### src/include/cpu_params.svh
`ifndef CPU_PARAMS_SVH
`define CPU_PARAMS_SVH

// register and data width
`define CPU_XLEN 32

// word address widths, 64 words each
`define CPU_IMEM_AW 6
`define CPU_DMEM_AW 6

`endif

### src/cpu_regfile.sv
`include "cpu_params.svh"

`timescale 1ns/100ps

module cpu_regfile (
	input  logic                  i_clock,
	input  logic                  i_reset,
	input  logic [4:0]            i_rs1,
	input  logic [4:0]            i_rs2,
	output logic [`CPU_XLEN-1:0]  o_rs1_value,
	output logic [`CPU_XLEN-1:0]  o_rs2_value,
	input  logic                  i_we,
	input  logic [4:0]            i_rd,
	input  logic [`CPU_XLEN-1:0]  i_wdata
);

	logic [`CPU_XLEN-1:0] regs [1:31]; // no storage for x0

	always_ff @(posedge i_clock) begin
		if (i_reset) begin
			for (int i = 1; i < 32; i++)
				regs[i] <= '0;
		end else if (i_we && i_rd != 5'd0) begin
			regs[i_rd] <= i_wdata;
		end
	end

	assign o_rs1_value = (i_rs1 == 5'd0) ? '0 : regs[i_rs1];
	assign o_rs2_value = (i_rs2 == 5'd0) ? '0 : regs[i_rs2];

endmodule

### config.mk
export PLATFORM = sky130hd
export DESIGN_NAME = cpu_regfile
export DESIGN_NICKNAME = d
export VERILOG_FILES = /design/src/cpu_regfile.sv
export VERILOG_INCLUDE_DIRS = /design/src /design/src/include
export SDC_FILE = /design/constraint.sdc
export NUM_CORES = 2
export LEC_CHECK = 0
export BUFFER_PORTS_ARGS = -buffer_cell sky130_fd_sc_hd__buf_4
export CAP_MARGIN = 10
export CORE_MARGIN = 10
export CORE_UTILIZATION = 25
export DETAILED_ROUTE_END_ITERATION = 7
export GPL_TIMING_DRIVEN = 0
export RECOVER_POWER = 50
export REMOVE_ABC_BUFFERS = 1
export SLEW_MARGIN = 20
export SYNTH_ARGS = -nofsm -noshare
export SYNTH_HDL_FRONTEND = slang
export SYNTH_SLANG_ARGS = --single-unit
### constraint.sdc
create_clock -name i_clock -period 3.12 [get_ports i_clock]
set_input_delay 0.624 -clock i_clock [delete_from_list [all_inputs] [get_ports i_clock]]
set_output_delay 0.624 -clock i_clock [all_outputs]
set_load 0.005 [all_outputs]
# After elaboration in Yosys (flattened, before gate mapping)
# Memories as Yosys holds them, arrays and structs flattened.
# Cells that the tools add are included.
# Widths: inputs -> output; s select.
dict set report totals {
  mem_bits_rw 992
  out_inout_bits 64
  in_bits 50
  elab_cells 16
  regBits 0
  latch_bits 0
  mem_count 1
  romBits 0
}
dict set report op_classes {
  n_lt_le_gt_ge 0
  shift 0
  div_mod_pow 0
  eq_ne 0
  mul 0
  bitwise_logic 0
  muxes 10
  n_addsub 0
  n_reduce_logical 5
}
# name depth word_bits read_ports rd_ports_with_merged_regs write_ports line_no
set mem_list {}
lappend mem_list {regs 31 32 2 0 31 cpu_regfile.sv:17} ;# logic [`CPU_XLEN-1:0] regs [1:31];
# cell count
set op_table {}
lappend op_table {{$mux 32} 3}
lappend op_table {{$reduce_or 32->1} 1}
lappend op_table {{$logic_not 5->1} 2}
lappend op_table {{$mux 1} 6}
lappend op_table {{$mux 5} 1}
lappend op_table {{$reduce_bool 5->1} 1}
lappend op_table {{$logic_and 1x1->1} 1}

# Depth between registers and ports, before layout
dict set report depth {
  depth_word 7
  depth_mapped 9
  mapped_depth_nobuf 4
}

# Worst setup path after synthesis
# No wires, ideal clock.
dict set report synth_path {
  path_kind {input port to output port}
  from {in i_rs2[2]}
  to {out o_rs2_value[5]}
  stages 7
  path_buffers 3
  slack_ns 0.227
  arrival_time_ns 2.269
  cell_sequence {buf_2 -> buf_2 -> buf_1 -> mux4_2 -> a22o_1 -> a2111oi_0 -> nor3_1}
}
dict set report synth_between {
  elab_chain_cells 2
  word_cells_on_any_way 3
  cone_classes {1 x mux; 1 x reduce/logical; 1 x memory}
}
# element line_no
set synth_rtl {}
lappend synth_rtl {{start: declaration} cpu_regfile.sv:9} ;# input logic [4:0] i_rs2,
lappend synth_rtl {{$mem_v2 31x32 or $logic_not 5->1 (tied branches)} --}
lappend synth_rtl {{$mux 32 (*)} cpu_regfile.sv:29} ;# assign o_rs2_value = (i_rs2 == 5'd0) ? '0 : regs[i_rs2];
lappend synth_rtl {{end: declaration} cpu_regfile.sv:11} ;# output logic [`CPU_XLEN-1:0] o_rs2_value,
# Mark *: on every way between the ends. The rest lies on a longest branch, timed or not.

# Worst setup path in the final report
dict set report layout_path {
  from {in i_rs2[4]}
  to {out o_rs2_value[21]}
}
# The elaborated chain is that of the path after synthesis.

==> results.cfg <==
[logic_synthesis]
synth_area_per_cell_sq_um = 14.5
synthAdderAreaFrac_pct = 0
yosysTopAreaCellShare_pct = 56.3
ys_ff_latch = 1024
yosysSeqAreaShare_pct = 56.3
synth_top_family_by_area = multiplexers
synth_edf_count = 1024
yosys.area_share.simple_pct = 13.7
yosys-mux-area-fraction_pct = 21.3
synth_ff_type = edfxtp_1
synth_cell_type_count = 44
synth_area_leaders = edfxtp_1, mux4_2, and2_1, mux2i_1, clkbuf_1
syn-cell-area_sq_um = 54600
synth-compound-area-share_pct = 5.39
synthCells = 3765
yosysWarnings = 0
synth_top_area_cell = edfxtp_1
async_flop_share_pct = 0
synth-xor-area-share_pct = 0

[status]
status = finished with violations
violations = capacitance limit, slew limit, setup timing

[clock_network]
cts_buffers = 108
cts_buffer_depth = 3
cts_tree = done
cts.htree.levels = 3
cts.clk_slew.worst_paths_ps = 60
cts.sinks = 1024
holdBufCountCts = 0
cts-root-buf = clkbuf_16

[placement]
place_inst = 6468
place_hpwl_mm = 129
io_buffers = 113
place.gp.congestion = 0.800
dp_slack_ps = -2050

[die]
io_pins = 114
dieArea_sq_um = 238000
rows = 171
die_x_um = 487
core-area_sq_um = 217000
dieHeight_um = 487
start_util_pct = 25.2

[timing]
tightest_slew_ps = 1590
period_minus_slack_ps = 3470
tns_ps = -42390
drv_slew = 86
slew_headroom_pct = -5.81
setup_viol_count_final = 324
holdWs_ps = 718
max_freq_mhz = 288
fin_crit_sh_pct = 111
rsz0062_at_grt = true
setup_ws_ps = -347
finalHoldViolCount = 0

[critical_path]
crit_buf_inv = 4
cp_data_required_time_ps = 2500
cp.arrival_ps = 2840
path_common_cell = buf_12
critPathKind = input pin to output pin
cp-end-kind = output pin
cp_top_family = buffers and inverters
start_kind = input pin
crit_slowest_cell = nor4b_4
cp_slowest_stage_delay_ps = 590
cp_max_fo = 38
path_cells = buf_12 > inv_6 > buf_12 > nand2_2 > a211oi_2 > nor4b_4 > buf_4

[grt]
antenna_found_initial = 20
grt_max_degree = 39
grt-ovfl-total = 0
gr-usage-all-layers_pct = 18.9
grt_pass1_wl_mm = 315
grt_pass1_vias = 37984

[route]
vias_per_cell = 5.49
first_pass_iters = 6
remaining_drc_errors = 0
vias = 38312
wl_per_cell_um = 33.6
antenna_left = 0
wl_mm = 234
first_iter_violations = 5362

[cells_and_area]
largest_reg_flops = 1024
reg.largest.list = regs: 1024 flops
areaGrowthSynthToFinish_pct = 29.4
layout_commonest_cell = edfxtp_1
fin_nets = 4075
fin_cells = 6981
n_fill_cell = 20537
largest_register = regs
drive_gt1_share_pct = 32.7
layout_common_cells = edfxtp_1, and2_1, mux4_2, mux2i_1, and2_0

[power_and_ir_drop]
total_power_mw = 35.2
p_clk_share_pct = 37.3
p_switching_mw = 9.23
seqPwrFrac_pct = 46.4
intPower_mw = 26.0
pwr-share-comb_pct = 16.4
leakagePower_nw = 24.3
power.density_nw_per_um2 = 498
netSwitchingFraction_pct = 26.2
vdd_drop_max_v = 0.000431

[flow_run]
cap_violations = 7

[min_path]
hold_class = input pin to register
## worst min-delay path: stages
cell,delay (ps)
buf_4,150
or3_1,170
nor2_1,130
and2_1,180
## synthesized netlist by cell type, drive strengths merged (2+ instances only)
master,n
a22oi,104
a21oi,56
a221o,2
or3b,3
nor4,33
nand3,4
mux2i,322
nor3,26
buf,104
nor2,37
and3,3
or3,2
mux2,34
o22ai,51
nor4b,3
o21ai,36
nand3b,5
and2,995
a2111oi,55
nand2b,3
a211oi,47
nand2,6
edfxtp,1024
clkbuf,303
mux4,356
a22o,51
or2,32
nor2b,56
a221oi,4
## final timing paths
path / from / endpoint / slack (ps) / depth (start not counted)
worst max-delay path: i_rs2[4] / o_rs2_value[21] / -350 / 7
worst min-delay path: i_rd[3] / regs[3][31] / 720 / 4
## through the flow
step | instance area (sq um) | util, %
global route | 70700 | 32.5
detailed placement | 60500 | 27.9
global placement | 57300 | 26.4
CTS | 70300 | 32.4
finish | 70700 | 32.6
floorplan | 52900 | -
## logic make-up (layout without fill, tap and decap cells)
| kind of cell | count (synthesis) | count (layout) |
|---|---|---|
| compound gates | 407 | 407 |
| simple gates | 1213 | 1220 |
| other cells | 1 | 43 |
| flops | 1024 | 1024 |
| buf+inv | 408 | 721 |
| mux | 712 | 712 |
## power groups by stage
| stage | Sequential (mW) | Clock [mW] | Combinational (mW) |
|---|---|---|---|
| global route | 16.4 | 13.6 | 5.89 |
| detailed placement | 16.6 | 0 | 4.19 |
| global placement | 16.5 | 0 | 4.08 |
| floorplan | 16.4 | 0 | 1.92 |
| finish | 16.3 | 13.1 | 5.76 |
| CTS | 16.3 | 13.1 | 5.55 |
## area by class of cell
type | instances | area [sq um] | share of cell area (%)
clock buffers | 131 | 2830 | 4.00
repair buffers | 519 | 7640 | 10.8
flip-flops and latches | 1024 | 30700 | 43.5
inverters | 1 | 8.76 | 0.0124
multi-input cells | 2371 | 25200 | 35.6
diodes | 11 | 27.5 | 0.0389
clock inverters | 70 | 683 | 0.966
well taps | 2854 | 3570 | 5.05
## timing repair
item | 4_1_cts | 5_1_grt
setup buffers | 168 | 67
setup endpoints to repair | 357 | 191
resized for setup | 472 | 115
cloned | 70 | 3
pin swaps | 127 | 86
endpoints found under the hold margin | 0 | 0
## layer usage
metal  vias up  share of wire (%)  track usage (%)
met2      2838                 47             31.1
met5         -              0.045                0
met1     19617                 34             21.9
met3       846                 11             4.68
met4        18                7.5             12.1
li1      14993                  -                -
(Power assumes the default switching activity.)
