--- src/include/cpu_params.svh ---
`ifndef CPU_PARAMS_SVH
`define CPU_PARAMS_SVH

// register and data width
`define CPU_XLEN 32

// word address widths, 64 words each
`define CPU_IMEM_AW 6
`define CPU_DMEM_AW 6

`endif

--- src/cpu_fetch.sv ---
`include "cpu_params.svh"

`timescale 1ns/100ps

module cpu_fetch (
	input  logic                     i_clock,
	input  logic                     i_reset,
	input  logic                     i_run,
	input  logic                     i_load_we,
	input  logic [`CPU_IMEM_AW-1:0]  i_load_addr,
	input  logic [31:0]              i_load_data,
	input  logic                     i_retire,
	input  logic [`CPU_XLEN-1:0]     i_next_pc,
	output logic [`CPU_XLEN-1:0]     o_pc,
	output logic [31:0]              o_instruction,
	output logic                     o_tag
);

	logic [31:0] imem [0:(1 << `CPU_IMEM_AW)-1];
	logic run_q;
	logic read_req;

	always_ff @(posedge i_clock) begin
		if (i_reset) begin
			o_pc <= '0;
			o_tag <= 1'b0;
			run_q <= 1'b0;
			read_req <= 1'b0;
		end else begin
			run_q <= i_run;
			read_req <= 1'b0;
			if (i_run && !run_q) begin
				o_pc <= '0; // start of program
				read_req <= 1'b1;
			end else if (i_retire) begin
				o_pc <= i_next_pc;
				read_req <= 1'b1;
			end
			if (read_req)
				o_tag <= ~o_tag; // word is valid with the toggle
		end
	end

	always_ff @(posedge i_clock) begin
		if (i_load_we && !i_run)
			imem[i_load_addr] <= i_load_data;
		if (read_req)
			o_instruction <= imem[o_pc[`CPU_IMEM_AW+1:2]];
	end

endmodule

--- config.mk ---
export PLATFORM = sky130hd
export DESIGN_NAME = cpu_fetch
export DESIGN_NICKNAME = d
export VERILOG_FILES = /design/src/cpu_fetch.sv
export VERILOG_INCLUDE_DIRS = /design/src /design/src/include
export SDC_FILE = /design/constraint.sdc
export NUM_CORES = 2
export LEC_CHECK = 0
export BUFFER_PORTS_ARGS = -buffer_cell sky130_fd_sc_hd__buf_2
export CAP_MARGIN = 20
export CORE_UTILIZATION = 55
export DETAILED_ROUTE_END_ITERATION = 12
export GPL_TIMING_DRIVEN = 0
export MAX_ROUTING_LAYER = met4
export PLACE_DENSITY = 0.7
export SLEW_MARGIN = 15
export SYNTH_ARGS = -nofsm -noshare
export SYNTH_HDL_FRONTEND = slang
export SYNTH_SLANG_ARGS = --single-unit
--- constraint.sdc ---
create_clock -name i_clock -period 3.5 [get_ports i_clock]
set_input_delay 0.35 -clock i_clock [delete_from_list [all_inputs] [get_ports i_clock]]
set_output_delay 0.35 -clock i_clock [all_outputs]
set_load 0.01 [all_outputs]
* Yosys cells after proc, flatten, opt, wreduce, memory -nomap -nowiden *
Memory sizes are Yosys's and may differ from the RTL's. A register that Yosys moved wholly into a read port is not among the register bits.
Index checks and enable logic that the tools add are counted.

operators by class
  muxes and demuxes = 4
  bitwise gates (word level) = 1
  reduce and logical (&&, ||, !) cells = 5

operator list
  operator            count
  two-way mux 1 bit   4
  logical AND 1 bit   2
  logical NOT 1 bit   2
  OR reduction 2 bit  1
  inverter 1 bit      1

storage, ports and cells
  RAM bits = 2048
  flip-flop bits (word level) = 35
  memories = 1
  output and inout bits = 65
  word-level logic and storage cells = 15

memories
  memory  depth  bits a word  rd ports  clocked after memory_dff  write ports  line             source
  imem    64     32           1         1                         1            cpu_fetch.sv:19  logic [31:0] imem [0:(1 << `CPU_IMEM_AW)-1];

* Depth between registers and ports, before layout *
  word-level depth = 4
  mapped depth = 11
  mapped depth without buffers = 6

* Worst setup path before layout *
Ideal clock, no wire load.

  kind = input-to-reg
  start point = input i_load_addr[5]
  end point = memory imem[39][0], enable pin
  setup time = 421 ps
  arrival = 2558 ps
  path buffers = 2
  data required time = 3079 ps
  cell stages on the path = 4
  slack = 521 ps
  cells stage by stage = clkbuf_1 -> or3b_2 -> clkbuf_1 -> nor2_1

RTL lines
  item                line             source
  start: declaration  cpu_fetch.sv:10  input logic [`CPU_IMEM_AW-1:0] i_load_addr,
  end: declaration    cpu_fetch.sv:19

No word-level cell before the write port.

==> results.cfg <==
[status]
outcome = finished, violations left
violations = setup timing

[grt]
grt_max_degree = 65
grt_pass1_vias = 41300
antenna_found_initial = 36
grtUsageTotal_pct = 35.2
overflow = 0
grt_pass1_wl_mm = 336

[clocking]
insertion_delay_ps = 880
cts_tree = yes
cts_buffers = 202
clock-sinks = 2115
h-tree-depth = 4
cts_max_path_buffers = 3
cts_root_buffer = clkbuf_16
path_clk_slew_ps = 60

[setup_path]
r2r_cells = 5
cpMaxStageDelayCell = nor2_1
arrival_ps = 4220
crit_path_cell_trace = clkbuf_1 -> nor2_1 -> clkbuf_1 -> a21oi_1 -> o211ai_1
slowest_delay_ps = 1070
reg2reg_slack_ps = -200
crit_top_cell = clkbuf_1
cp-start-kind = register
cp-end-kind = register
path_max_fanout = 10
regToRegEndpoint = o_instruction[14]
crit_end = o_instruction[14]
required_ps = 4020
timing.rr.start = o_pc[7]
critPathKind = reg -> reg
critPathLaunch = o_pc[7]

[timing]
skew_ps = 47.5
maxSlewHeadroom_pct = 15.0
fin_crit_sh_pct = 106
period_minus_slack_ps = 3700
hold_violations = 0
fmax_mhz = 271
tns_ps = -559
drv_slew = 0
worstMarginPinSlew_ps = 1270
fin_ws_ps = -197
finalSetupViolations = 13

[detailed_routing]
drcViolationCount = 0
wirelength_met1_mm = 83.0
wl_met3_mm = 36.5
antenna_left = 0
avgViaCountPerCell = 6.98
drt-total-wl_mm = 249
met2WireLength_mm = 114
drt_iter0_markers = 7479
routedWlPerCell_microns = 40.9
drt-pass1-iter-count = 6
top_layer = met4
vias = 42600

[placed_design]
place_inst = 5638
dp_hpwl_mm = 162
gp_congestion = 0.898
portBuffers = 135

[power_and_ir_drop]
p_comb_share_pct = 5.0
p_sw_share_pct = 21.7
power_frac_seq_pct = 53.1
p_clk_share_pct = 42.0
vdd_drop_max_v = 0.000483
p_total_mw = 52.8
power_density_nw_per_um2 = 557
p_int_mw = 41.3
netSwitchingPower_mw = 11.5
leakagePower_nw = 29.5

[synth]
synthFlopType = edfxtp_1
synth-seq-cells = 2115
syn_nets = 3540
synthArstFlopShare_pct = 0
synth_top_area_share_pct = 77.9
syn_area_sq_um = 80200
ys_warn_count = 0
synth-edff-count = 2080
syn_area_per_cell_sq_um = 23.1
yosys.area.top_type = edfxtp_1
synthTopCellsByArea = edfxtp_1, mux4_2, mux2i_1
ys_top_cells_by_count = edfxtp_1, mux4_2, nor2_1, nand2_1, mux2i_1
synth.most_common_cell = edfxtp_1
seq_area_frac_synth_pct = 78.8
syn_inst = 3465
synth.distinct_cells = 46

[die]
die_area_sq_um = 147000
die_h_microns = 384
fp.dieW_microns = 384
io_pins = 140
row_count = 139
core_area_sq_um = 144000
start_util_pct = 55.6

[final_layout]
drive_gt1_share_pct = 32.6
stdcell_count = 6095
syn_to_final_growth_pct = 18.1
layout.nets = 4073

[run]
max_cap_violations = 0

[hold_path]
hold_path_class = in -> reg
## how the worst min path moves through the flow
stage                              end  slack, ps  depth (start not counted)            start
after floorplan                  run_q        420                          1          i_reset
after global placement         o_pc[0]        470                          2          o_pc[0]
after detailed placement      o_pc[22]        480                          2         o_pc[22]
after CTS                 imem[19][29]         10                          1  i_load_data[29]
after global routing       imem[24][5]         30                          1   i_load_data[5]
final                      imem[24][5]         40                          1   i_load_data[5]
## registers in the layout (all words and copies together) (netlist names)
signal         count
o_instruction     32
run_q              1
imem            2048
o_tag              1
o_pc              32
read_req           1
## timing repair
item                                    4_1_cts  5_1_grt
setup buffers                                 0        0
hold buffers                                 39        8
endpoints found under the setup margin       31       19
pin swaps                                     0        2
endpoints found under the hold margin        59      127
resized for setup                            72       23
## kinds of logic (layout without fill, tap and decap cells)
group / Yosys count / in the layout / share of synthesized area (%)
and+or+nand+nor: 304 / 304 / 1.61
DFF: 2115 / 2115 / 78.8
AOI/OAI and AO/OA: 212 / 212 / 1.97
xor gates and xnor gates: 1 / 1 / 0.0109
muxes: 644 / 644 / 16.3
other: 0 / 27 / 0
buffers and inverters: 189 / 889 / 1.29
## stage by stage
step	worst slack, ps	hold slack [ps]	cell area, sq um	utilization (%)
final	-197	38.2	94700	65.7
after global routing	-37.3	32.3	94700	65.7
after CTS	1.43	10.5	94200	65.3
after detailed placement	-725	484	86800	60.2
after global placement	-2500	471	83200	57.7
after floorplan	521	422	80200	-
## critical path, delay by kind of cell, from the launching register on
family                 cells  cell delay [ps]
DFF                        1              500
and+or+nand+nor            1             1070
buffers and inverters      2             1110
AOI/OAI and AO/OA          2              650
## area by class of cell
cell class,count,area (sq um)
Antenna cell,27,67.6
Buffer,185,1140
Clock buffer,246,5290
Clock inverter,125,1380
Fill cell,8839,49500
Inverter,3,11.3
Multi-Input combinational cell,1161,16700
Sequential cell,2115,63200
Tap cell,1903,2380
Timing Repair Buffer,330,4520
## layer usage
layer / track usage [%] / vias up
li1: - / 15900
met1: 44.0 / 22000
met2: 51.4 / 3836
met3: 11.9 / 869
met4: 18.5 / 0
met5: - / -
## cell usage in the layout, fill, tap and decap left out, types with 15 or more instances in the layout
master | netlist | routed
o22ai_1 | 39 | 39
buf_16 | 0 | 64
dfxtp_1 | 35 | 33
clkbuf_1 | 51 | 84
nand3_1 | 22 | 21
a221oi_2 | 2 | 15
buf_6 | 15 | 18
clkinv_1 | 0 | 46
buf_2 | 80 | 176
edfxtp_1 | 2080 | 2080
diode_2 | 0 | 27
mux2i_1 | 100 | 99
a22o_1 | 28 | 28
a21oi_1 | 25 | 23
nor2_1 | 130 | 61
bufinv_16 | 0 | 22
nand2_1 | 107 | 106
a211oi_1 | 18 | 17
clkbuf_16 | 0 | 204
buf_4 | 29 | 64
dlygate4sd3_1 | 0 | 47
mux4_2 | 531 | 531
a221oi_1 | 52 | 31
nor2_4 | 0 | 64
clkinv_2 | 0 | 30
buf_12 | 0 | 73
## power groups by stage
stage / clock network [mW] / logic, mW / registers [mW]
after floorplan: 0 / 1.12 / 28.6
after global placement: 0 / 2.26 / 28.6
after detailed placement: 0 / 2.40 / 28.6
after CTS: 22.2 / 2.50 / 28.0
after global routing: 23.1 / 2.68 / 28.0
final: 22.1 / 2.62 / 28.0
No activity file was read; power rests on OpenSTA's default activity.
