`config.mk`:
```
export PLATFORM = sky130hd
export DESIGN_NAME = cpu_decode
export DESIGN_NICKNAME = d
export VERILOG_FILES = /design/src/cpu_pkg.sv /design/src/cpu_decode.sv
export VERILOG_INCLUDE_DIRS = /design/src /design/src/include
export SDC_FILE = /design/constraint.sdc
export NUM_CORES = 1
export LEC_CHECK = 0
export ABC_CLOCK_PERIOD_IN_PS = 5450
export CAP_MARGIN = 20
export CORE_UTILIZATION = 35
export CTS_BUF_LIST = sky130_fd_sc_hd__clkbuf_8 sky130_fd_sc_hd__clkbuf_16
export CTS_CLUSTER_DIAMETER = 40
export DETAILED_ROUTE_END_ITERATION = 8
export DONT_BUFFER_PORTS = 1
export PLACE_DENSITY = 0.45
export SYNTH_ARGS = -nofsm -noshare
export SYNTH_HDL_FRONTEND = slang
export SYNTH_SLANG_ARGS = --single-unit
```
`constraint.sdc`:
```
create_clock -name i_clock -period 5.45 [get_ports i_clock]
set_input_delay 0.545 -clock i_clock [delete_from_list [all_inputs] [get_ports i_clock]]
set_output_delay 0.545 -clock i_clock [all_outputs]
set_load 0.05 [all_outputs]
```
`src/include/cpu_params.svh`:
```
`ifndef CPU_PARAMS_SVH
`define CPU_PARAMS_SVH

// register and data width
`define CPU_XLEN 32

// word address widths, 64 words each
`define CPU_IMEM_AW 6
`define CPU_DMEM_AW 6

`endif

```
`src/cpu_pkg.sv`:
```
package cpu_pkg;

	// instruction class, picks result and next-pc source in execute
	typedef enum logic [3:0] {
		CLASS_ALU    = 4'd0,
		CLASS_LUI    = 4'd1,
		CLASS_AUIPC  = 4'd2,
		CLASS_JAL    = 4'd3,
		CLASS_JALR   = 4'd4,
		CLASS_BRANCH = 4'd5,
		CLASS_LOAD   = 4'd6,
		CLASS_STORE  = 4'd7
	} op_class_t;

	typedef enum logic [3:0] {
		ALU_ADD  = 4'd0,
		ALU_SUB  = 4'd1,
		ALU_SLL  = 4'd2,
		ALU_SLT  = 4'd3,
		ALU_SLTU = 4'd4,
		ALU_XOR  = 4'd5,
		ALU_SRL  = 4'd6,
		ALU_SRA  = 4'd7,
		ALU_OR   = 4'd8,
		ALU_AND  = 4'd9,
		ALU_EQ   = 4'd10, // branch compares from here
		ALU_NE   = 4'd11,
		ALU_LT   = 4'd12,
		ALU_GE   = 4'd13,
		ALU_LTU  = 4'd14,
		ALU_GEU  = 4'd15
	} alu_op_t;

	// second alu operand
	typedef enum logic {
		SEL_RS2 = 1'b0,
		SEL_IMM = 1'b1
	} operand_sel_t;

endpackage

```
`src/cpu_decode.sv`:
```
`include "cpu_params.svh"

`timescale 1ns/100ps

module cpu_decode (
	input  logic                  i_clock,
	input  logic                  i_reset,
	input  logic                  i_busy,
	input  logic [`CPU_XLEN-1:0]  i_pc,
	input  logic [31:0]           i_instruction,
	input  logic                  i_tag,
	output logic                  o_fault,
	output logic [`CPU_XLEN-1:0]  o_pc,
	output logic [4:0]            o_rs1,
	output logic [4:0]            o_rs2,
	output logic [4:0]            o_rd,
	output logic [`CPU_XLEN-1:0]  o_imm,
	output cpu_pkg::op_class_t    o_class,
	output cpu_pkg::alu_op_t      o_alu_op,
	output cpu_pkg::operand_sel_t o_operand_sel,
	output logic                  o_tag
);

	import cpu_pkg::*;

	typedef enum logic [6:0] {
		OPC_LUI    = 7'b0110111,
		OPC_AUIPC  = 7'b0010111,
		OPC_JAL    = 7'b1101111,
		OPC_JALR   = 7'b1100111,
		OPC_BRANCH = 7'b1100011,
		OPC_LOAD   = 7'b0000011,
		OPC_STORE  = 7'b0100011,
		OPC_OP_IMM = 7'b0010011,
		OPC_OP     = 7'b0110011
	} opcode_t;

	opcode_t opcode;
	logic [2:0] funct3;
	logic [6:0] funct7;
	logic [`CPU_XLEN-1:0] imm_i, imm_s, imm_b, imm_u, imm_j;
	op_class_t dec_class;
	alu_op_t dec_alu_op;
	operand_sel_t dec_sel;
	logic [`CPU_XLEN-1:0] dec_imm;
	logic dec_legal;
	logic new_instr;

	assign opcode = opcode_t'(i_instruction[6:0]);
	assign funct3 = i_instruction[14:12];
	assign funct7 = i_instruction[31:25];

	assign imm_i = {{(`CPU_XLEN-11){i_instruction[31]}}, i_instruction[30:20]};
	assign imm_s = {{(`CPU_XLEN-11){i_instruction[31]}}, i_instruction[30:25],
		i_instruction[11:7]};
	assign imm_b = {{(`CPU_XLEN-12){i_instruction[31]}}, i_instruction[7],
		i_instruction[30:25], i_instruction[11:8], 1'b0};
	assign imm_u = {i_instruction[31:12], 12'b0};
	assign imm_j = {{(`CPU_XLEN-20){i_instruction[31]}}, i_instruction[19:12],
		i_instruction[20], i_instruction[30:21], 1'b0};

	function automatic alu_op_t arith_op(input logic [2:0] f3, input logic alt);
		case (f3)
			3'b000: arith_op = alt ? ALU_SUB : ALU_ADD;
			3'b001: arith_op = ALU_SLL;
			3'b010: arith_op = ALU_SLT;
			3'b011: arith_op = ALU_SLTU;
			3'b100: arith_op = ALU_XOR;
			3'b101: arith_op = alt ? ALU_SRA : ALU_SRL;
			3'b110: arith_op = ALU_OR;
			default: arith_op = ALU_AND;
		endcase
	endfunction

	function automatic alu_op_t branch_op(input logic [2:0] f3);
		case (f3)
			3'b000: branch_op = ALU_EQ;
			3'b001: branch_op = ALU_NE;
			3'b100: branch_op = ALU_LT;
			3'b101: branch_op = ALU_GE;
			3'b110: branch_op = ALU_LTU;
			default: branch_op = ALU_GEU;
		endcase
	endfunction

	always_comb begin
		dec_class = CLASS_ALU;
		dec_alu_op = ALU_ADD;
		dec_sel = SEL_IMM;
		dec_imm = imm_i;
		dec_legal = 1'b0;
		case (opcode)
			OPC_LUI: begin
				dec_class = CLASS_LUI;
				dec_imm = imm_u;
				dec_legal = 1'b1;
			end
			OPC_AUIPC: begin
				dec_class = CLASS_AUIPC;
				dec_imm = imm_u;
				dec_legal = 1'b1;
			end
			OPC_JAL: begin
				dec_class = CLASS_JAL;
				dec_imm = imm_j;
				dec_legal = 1'b1;
			end
			OPC_JALR: begin
				dec_class = CLASS_JALR;
				dec_legal = (funct3 == 3'b000);
			end
			OPC_BRANCH: begin
				dec_class = CLASS_BRANCH;
				dec_alu_op = branch_op(funct3);
				dec_sel = SEL_RS2;
				dec_imm = imm_b;
				dec_legal = (funct3[2:1] != 2'b01);
			end
			OPC_LOAD: begin
				dec_class = CLASS_LOAD;
				dec_legal = (funct3 == 3'b010); // word only
			end
			OPC_STORE: begin
				dec_class = CLASS_STORE;
				dec_imm = imm_s;
				dec_legal = (funct3 == 3'b010);
			end
			OPC_OP_IMM: begin
				// alt bit only matters for shifts, addi has no sub form
				dec_alu_op = arith_op(funct3, funct3 == 3'b101 && funct7[5]);
				if (funct3 == 3'b001)
					dec_legal = (funct7 == 7'b0000000);
				else if (funct3 == 3'b101)
					dec_legal = (funct7 == 7'b0000000 || funct7 == 7'b0100000);
				else
					dec_legal = 1'b1;
			end
			OPC_OP: begin
				dec_alu_op = arith_op(funct3, funct7[5]);
				dec_sel = SEL_RS2;
				dec_legal = (funct7 == 7'b0000000) ||
					(funct7 == 7'b0100000 && (funct3 == 3'b000 || funct3 == 3'b101));
			end
			default: dec_legal = 1'b0;
		endcase
	end

	assign new_instr = (i_tag != o_tag) && !o_fault;

	always_ff @(posedge i_clock) begin
		if (i_reset) begin
			o_tag <= 1'b0;
			o_fault <= 1'b0;
			o_class <= CLASS_ALU;
		end else if (new_instr) begin
			o_class <= dec_class;
			if (dec_legal)
				o_tag <= i_tag; // hand to execute
			else
				o_fault <= 1'b1; // sticky, instruction dropped
		end
	end

	always_ff @(posedge i_clock) begin
		if (new_instr) begin
			o_pc <= i_pc;
			o_rs1 <= i_instruction[19:15];
			o_rs2 <= i_instruction[24:20];
			o_rd <= i_instruction[11:7];
			o_imm <= dec_imm;
			o_alu_op <= dec_alu_op;
			o_operand_sel <= dec_sel;
		end
	end

	// fetch only issues after retire, so execute is idle when a word arrives
	a_no_tag_while_busy: assert property (@(posedge i_clock) disable iff (i_reset)
		(i_tag != o_tag) |-> !i_busy)
		else $error("new instruction while execute busy");

	a_class_known: assert property (@(posedge i_clock) disable iff (i_reset)
		!$isunknown(o_class))
		else $error("o_class unknown");

endmodule

```
**Yosys cells after proc, flatten, opt, wreduce, memory -nomap -nowiden**

Index checks and enable logic that the tools add are counted.

- Register bits after elaboration: 90
- Input port bits: 68
- Output and inout bits: 90
- Logic and storage cells: 58

- Equality and inequality tests: 18
- Multiplexer cells: 14
- Bitwise operators: 1
- Reductions and logical operators: 15

Operators with widths:

| operator | number |
|---|---|
| case mux 31 bit (4 select lines) | 1 |
| case mux 4 bit (7 select lines) | 2 |
| == test 7 x 6 -> 1 bit, second input constant | 4 |
| == test 7 bit, second input constant | 3 |
| case mux 3 bit (7 select lines) | 1 |
| case mux 3 bit (5 select lines) | 1 |
| == test 7 x 5 -> 1 bit, second input constant | 2 |
| case mux 4 bit (3 select lines) | 1 |
| == test 3 bit, second input constant | 3 |
| == test 7 x 2 -> 1 bit, second input constant | 1 |
| zero test 7 bit | 1 |
| two-way mux 1 bit | 7 |
| == test 3 x 2 -> 1 bit, second input constant | 2 |
| case mux 1 bit (6 select lines) | 1 |
| OR reduction 2 bit | 3 |
| AND reduction 2 bit | 2 |
| == test 3 x 1 -> 1 bit, second input constant | 1 |
| logical AND 1 bit | 3 |
| zero test 3 bit | 1 |
| logical OR 1 bit | 3 |
| OR reduction 3 bit | 1 |
| != test 2 x 1 -> 1 bit, second input constant | 1 |
| zero test 1 bit | 1 |
| != test 1 bit | 1 |
| inverter 1 bit | 1 |

**Depth between registers and ports, before layout**

- Word-level depth: 7
- Depth in mapped cells: 7
- Gate-level depth less buffers: 6

**Worst setup path before layout**

No wires, ideal clock.

- Kind: register to register
- Start: register o_tag
- End: register o_alu_op[0], enable pin
- Setup time: 0.439 ns
- Arrival: 2.674 ns
- Required time: 5.011 ns
- Setup slack: 2.337 ns
- Cell stages (with the launch flop): 4
- Buffers on the path: 0
- Period minus slack after synthesis: 3.113 ns
- Cell sequence: dfxtp_1 -> xor2_1 -> nand2b_1 -> inv_1

- Longest elaborated chain between the ends: 2

Ends and longest elaborated chain:

| what | RTL line | text |
|---|---|---|
| start: declaration | cpu_decode.sv:21 | `output logic o_tag` |
| start signal: assignment | cpu_decode.sv:158 | `o_tag <= i_tag;` |
| != test 1 bit | cpu_decode.sv:148 | `assign new_instr = (i_tag != o_tag) && !o_fault;` |
| logical AND 1 bit | cpu_decode.sv:148 |  |
| via new_instr | cpu_decode.sv:47 | `logic new_instr;` |
| end signal: assignment | cpu_decode.sv:171 | `o_alu_op <= dec_alu_op;` |
| end: declaration | cpu_decode.sv:19 | `output cpu_pkg::alu_op_t o_alu_op,` |

The timed path passes the listed nets, and every way through them passes these cells.
A chain may end at the register's enable or synchronous reset.

**Worst setup path in the final report**

- Start: register o_tag
- End: register o_imm[4], enable pin

- Longest elaborated chain between the ends: 2

Ends and longest elaborated chain:

| what | RTL line | text |
|---|---|---|
| != test 1 bit | cpu_decode.sv:148 |  |
| logical AND 1 bit | cpu_decode.sv:148 |  |
| via new_instr | cpu_decode.sv:47 |  |
| end signal: assignment | cpu_decode.sv:170 | `o_imm <= dec_imm;` |
| end: declaration | cpu_decode.sv:17 | `` output logic [`CPU_XLEN-1:0] o_imm, `` |

The timed path passes the listed nets, and every way through them passes these cells.

==> run summary <==
Global routing usage on met1: 0.162
WP data required: 5.51 ns
Global-route wire length before repair: 10.8 mm
Leading post-synthesis cells by cell area: edfxtp_1 (73%), a21o_1 (4.1%), dfxtp_1 (2.9%)
Share of flip-flops with an asynchronous set or reset: 0
Count of cells resized by post-cts repair: 0
Tightest Pin Transition: 0.943 ns
Largest fanout on the critical path: 56
Worst setup SP type: register
Worst hold stages: 1
Deepest clock path buffer count: 2
CTS tree: yes
Pint: 1030 uW
Clock tree sinks: 89
Clk_skew: 0.0102 ns
VDD IR max: 0.159 mV
Fin nets: 297
Switching power: 414 uW
Clk root buf: clkbuf_8
RSZ-0062 raised after global routing: no
Worst flop-to-flop path startpoint: o_tag$_SDFFE_PP0P_
Layout cells sized above 1: 0.0983
Final Hold Viols: 0
Logic pwr share: 0.035
Crit path max-delay cell type: clkinv_2
Worst Hold Class: in -> reg
R2R Path End: o_imm[4]$_DFFE_PP_
Vias in the first global route: 1840
Synth top area share: 0.727
Area grow syn2layout: 8.91%
Setup TNS: 0 ns
Post-synth EDFFs: 84
DR iter-0 viols: 73
R2R depth: 4
Initial antenna violation count: 0
Slew Limit Headroom: 0.372
Met2 Usage GRT: 0.239
Crit Path Class: reg -> reg
Via density: 5.18
CTS Buf Count: 9
Post-route cell area: 0.00378 sq mm
Number of H-tree levels: 3
Total grt overflow: 0
Worst path buffer plus inverter count: 2
Die ar.: 0.0103 sq mm
GR peak layer: met2
Syn Area/Cell: 15.1 sq um
Port buffer count: 0
Cell taking the most area after synthesis: edfxtp_1
Worst-skew pair later-pin latency: 0.35 ns
Period utilization: 0.502
Fin crit period: 2.74 ns
Max-capacitance violation count: 0
Die Y: 102 um
Worst hold endpoint: o_class[0]$_SDFFE_PP0P_
Initial Util: 0.368
Pins over their slew limit: 0
Post-CTS Setup Bufs: 0
Mapped cell area: 0.00347 sq mm
Sequential Area: 0.00262 sq mm
Post-placement cell area: 0.00358 sq mm
Row count: 35
Yosys Warn Count: 0
Seq/Total Area, Yosys: 0.756
Drt drc: 0
Routability cong.: 0.727
Multi-input gate area: 761 sq um
Io pins: 158
M3 GR Usage: 0.0538
Routed WL per cell: 20.0 um
Post-synthesis register bit count: 89
Post-synth top cells: edfxtp_1 (84), a21o_1 (19), nand2_1 (16)
CTS Hold Bufs: 0
Largest net degree at the start of global routing: 57
Most common cell in the netlist: edfxtp_1
Reg2reg setup slack: 2.71 ns
Synth unique cells: 40
Switch share: 0.287
Total design power: 1440 uW
DRT Pass-1 Iters: 4
Crit path launch: o_tag$_SDFFE_PP0P_
Status: completed
GRT Overall Usage: 0.143
Die X-Extent: 102 um
Max stage delay on crit path: 0.75 ns
Static leakage: 0.00131 uW
Inserted Diodes: 0
Placed insts: 347
Vias: 1879
Non-Filler Instances: 363
Register share of total power: 0.645
Syn Nets: 297
Core area: 0.00942 sq mm
Ys flop type: edfxtp_1
Syn Inst Count: 229
Clk pin slew, worst setup/hold paths: 0.09 ns
Family with the most delay on the worst path: buffers and inverters
Fmax: 0.365 GHz
CP endpoint kind: register
Critical-path cell list: xor2_1 > nand2b_1 > clkinv_2 > buf_4
Final WL: 7.26 mm
Pwr Density: 382 mW/mm^2
Fillers: 893
Hold path start: i_reset
WP data arrival: 2.80 ns
Endpoints failing setup: 0
Post-route ant nets: 0
Clk network pwr share: 0.320
DPL Wire Length: 5.07 mm
cell families (layout without fill, tap and decap cells):
family,Yosys count,count (layout),share of synthesized area
multiplexers,1,1,0.00289
AND/OR/NAND/NOR,70,70,0.110
buffers and inverters,17,22,0.0245
XOR/XNOR,1,1,0.00253
flip-flops,89,89,0.756
other,1,1,0.00108
AO/OA/AOI/OAI,50,50,0.102
placed cells by master, fill, tap and decap left out, types with 2 or more instances in the layout:
| cell | n |
|---|---|
| a31oi_1 | 2 |
| nor2_1 | 11 |
| clkbuf_8 | 9 |
| inv_1 | 3 |
| a41oi_1 | 2 |
| buf_4 | 2 |
| and2_1 | 9 |
| edfxtp_1 | 84 |
| o21ai_0 | 9 |
| o22ai_1 | 2 |
| nand3_1 | 7 |
| inv_6 | 2 |
| nand3b_1 | 2 |
| a22oi_1 | 2 |
| nand2_1 | 16 |
| a21o_1 | 19 |
| dfxtp_1 | 5 |
| nor3_1 | 7 |
| a21oi_1 | 7 |
| nand2b_1 | 8 |
| clkinv_2 | 3 |
| nor4_1 | 2 |
power groups by stage:
stage / Clock (uW) / Sequential (uW) / Combinational (uW)
6_report: 461 / 931 / 50.8
5_1_grt: 507 / 936 / 58.3
4_1_cts: 480 / 933 / 52.6
3_5_place_dp: 0 / 948 / 52.2
3_3_place_gp: 0 / 948 / 52.0
2_1_floorplan: 0 / 943 / 49.3
cell type report:
| cell class | count | share of cell area |
|---|---|---|
| Multi-Input combinational cell | 123 | 0.201 |
| Inverter | 4 | 0.00431 |
| Timing Repair Buffer | 2 | 0.00397 |
| Sequential cell | 89 | 0.694 |
| Tap cell | 129 | 0.0427 |
| Clock inverter | 7 | 0.0205 |
| Clock buffer | 9 | 0.0328 |
registers in the layout (all words and copies together) (netlist names):
name,cells
o_pc,32
o_fault,1
o_imm,32
o_rs2,5
o_alu_op,4
o_rs1,5
o_rd,5
o_operand_sel,1
o_class,3
o_tag,1
worst max-delay path by stage:
stage | to | slack [ns] | cells past startpoint
after floorplan | o_alu_op[0]$_DFFE_PP_ | 2.34 | 3
after global placement | o_imm[14]$_DFFE_PP_ | 2.64 | 5
after detailed placement | o_imm[12]$_DFFE_PP_ | 2.65 | 5
after CTS | o_pc[17]$_DFFE_PP_ | 2.64 | 4
after global routing | o_pc[0]$_DFFE_PP_ | 2.48 | 4
final | o_imm[4]$_DFFE_PP_ | 2.71 | 4
per-stage QoR:
step	setup WS, ns	hold slack [ns]	util
floorplan	2.34	0.614	-
global placement	2.64	0.616	0.380
detailed placement	2.65	0.618	0.380
CTS	2.64	0.231	0.401
global route	2.48	0.227	0.401
finish	2.71	0.250	0.401
metal layers:
metal,part of all wire,up-vias
met5,0,-
met4,0.015,0
met3,0.087,12
met2,0.51,98
met1,0.39,905
li1,-,864
Power figures use the tool's default switching activity.
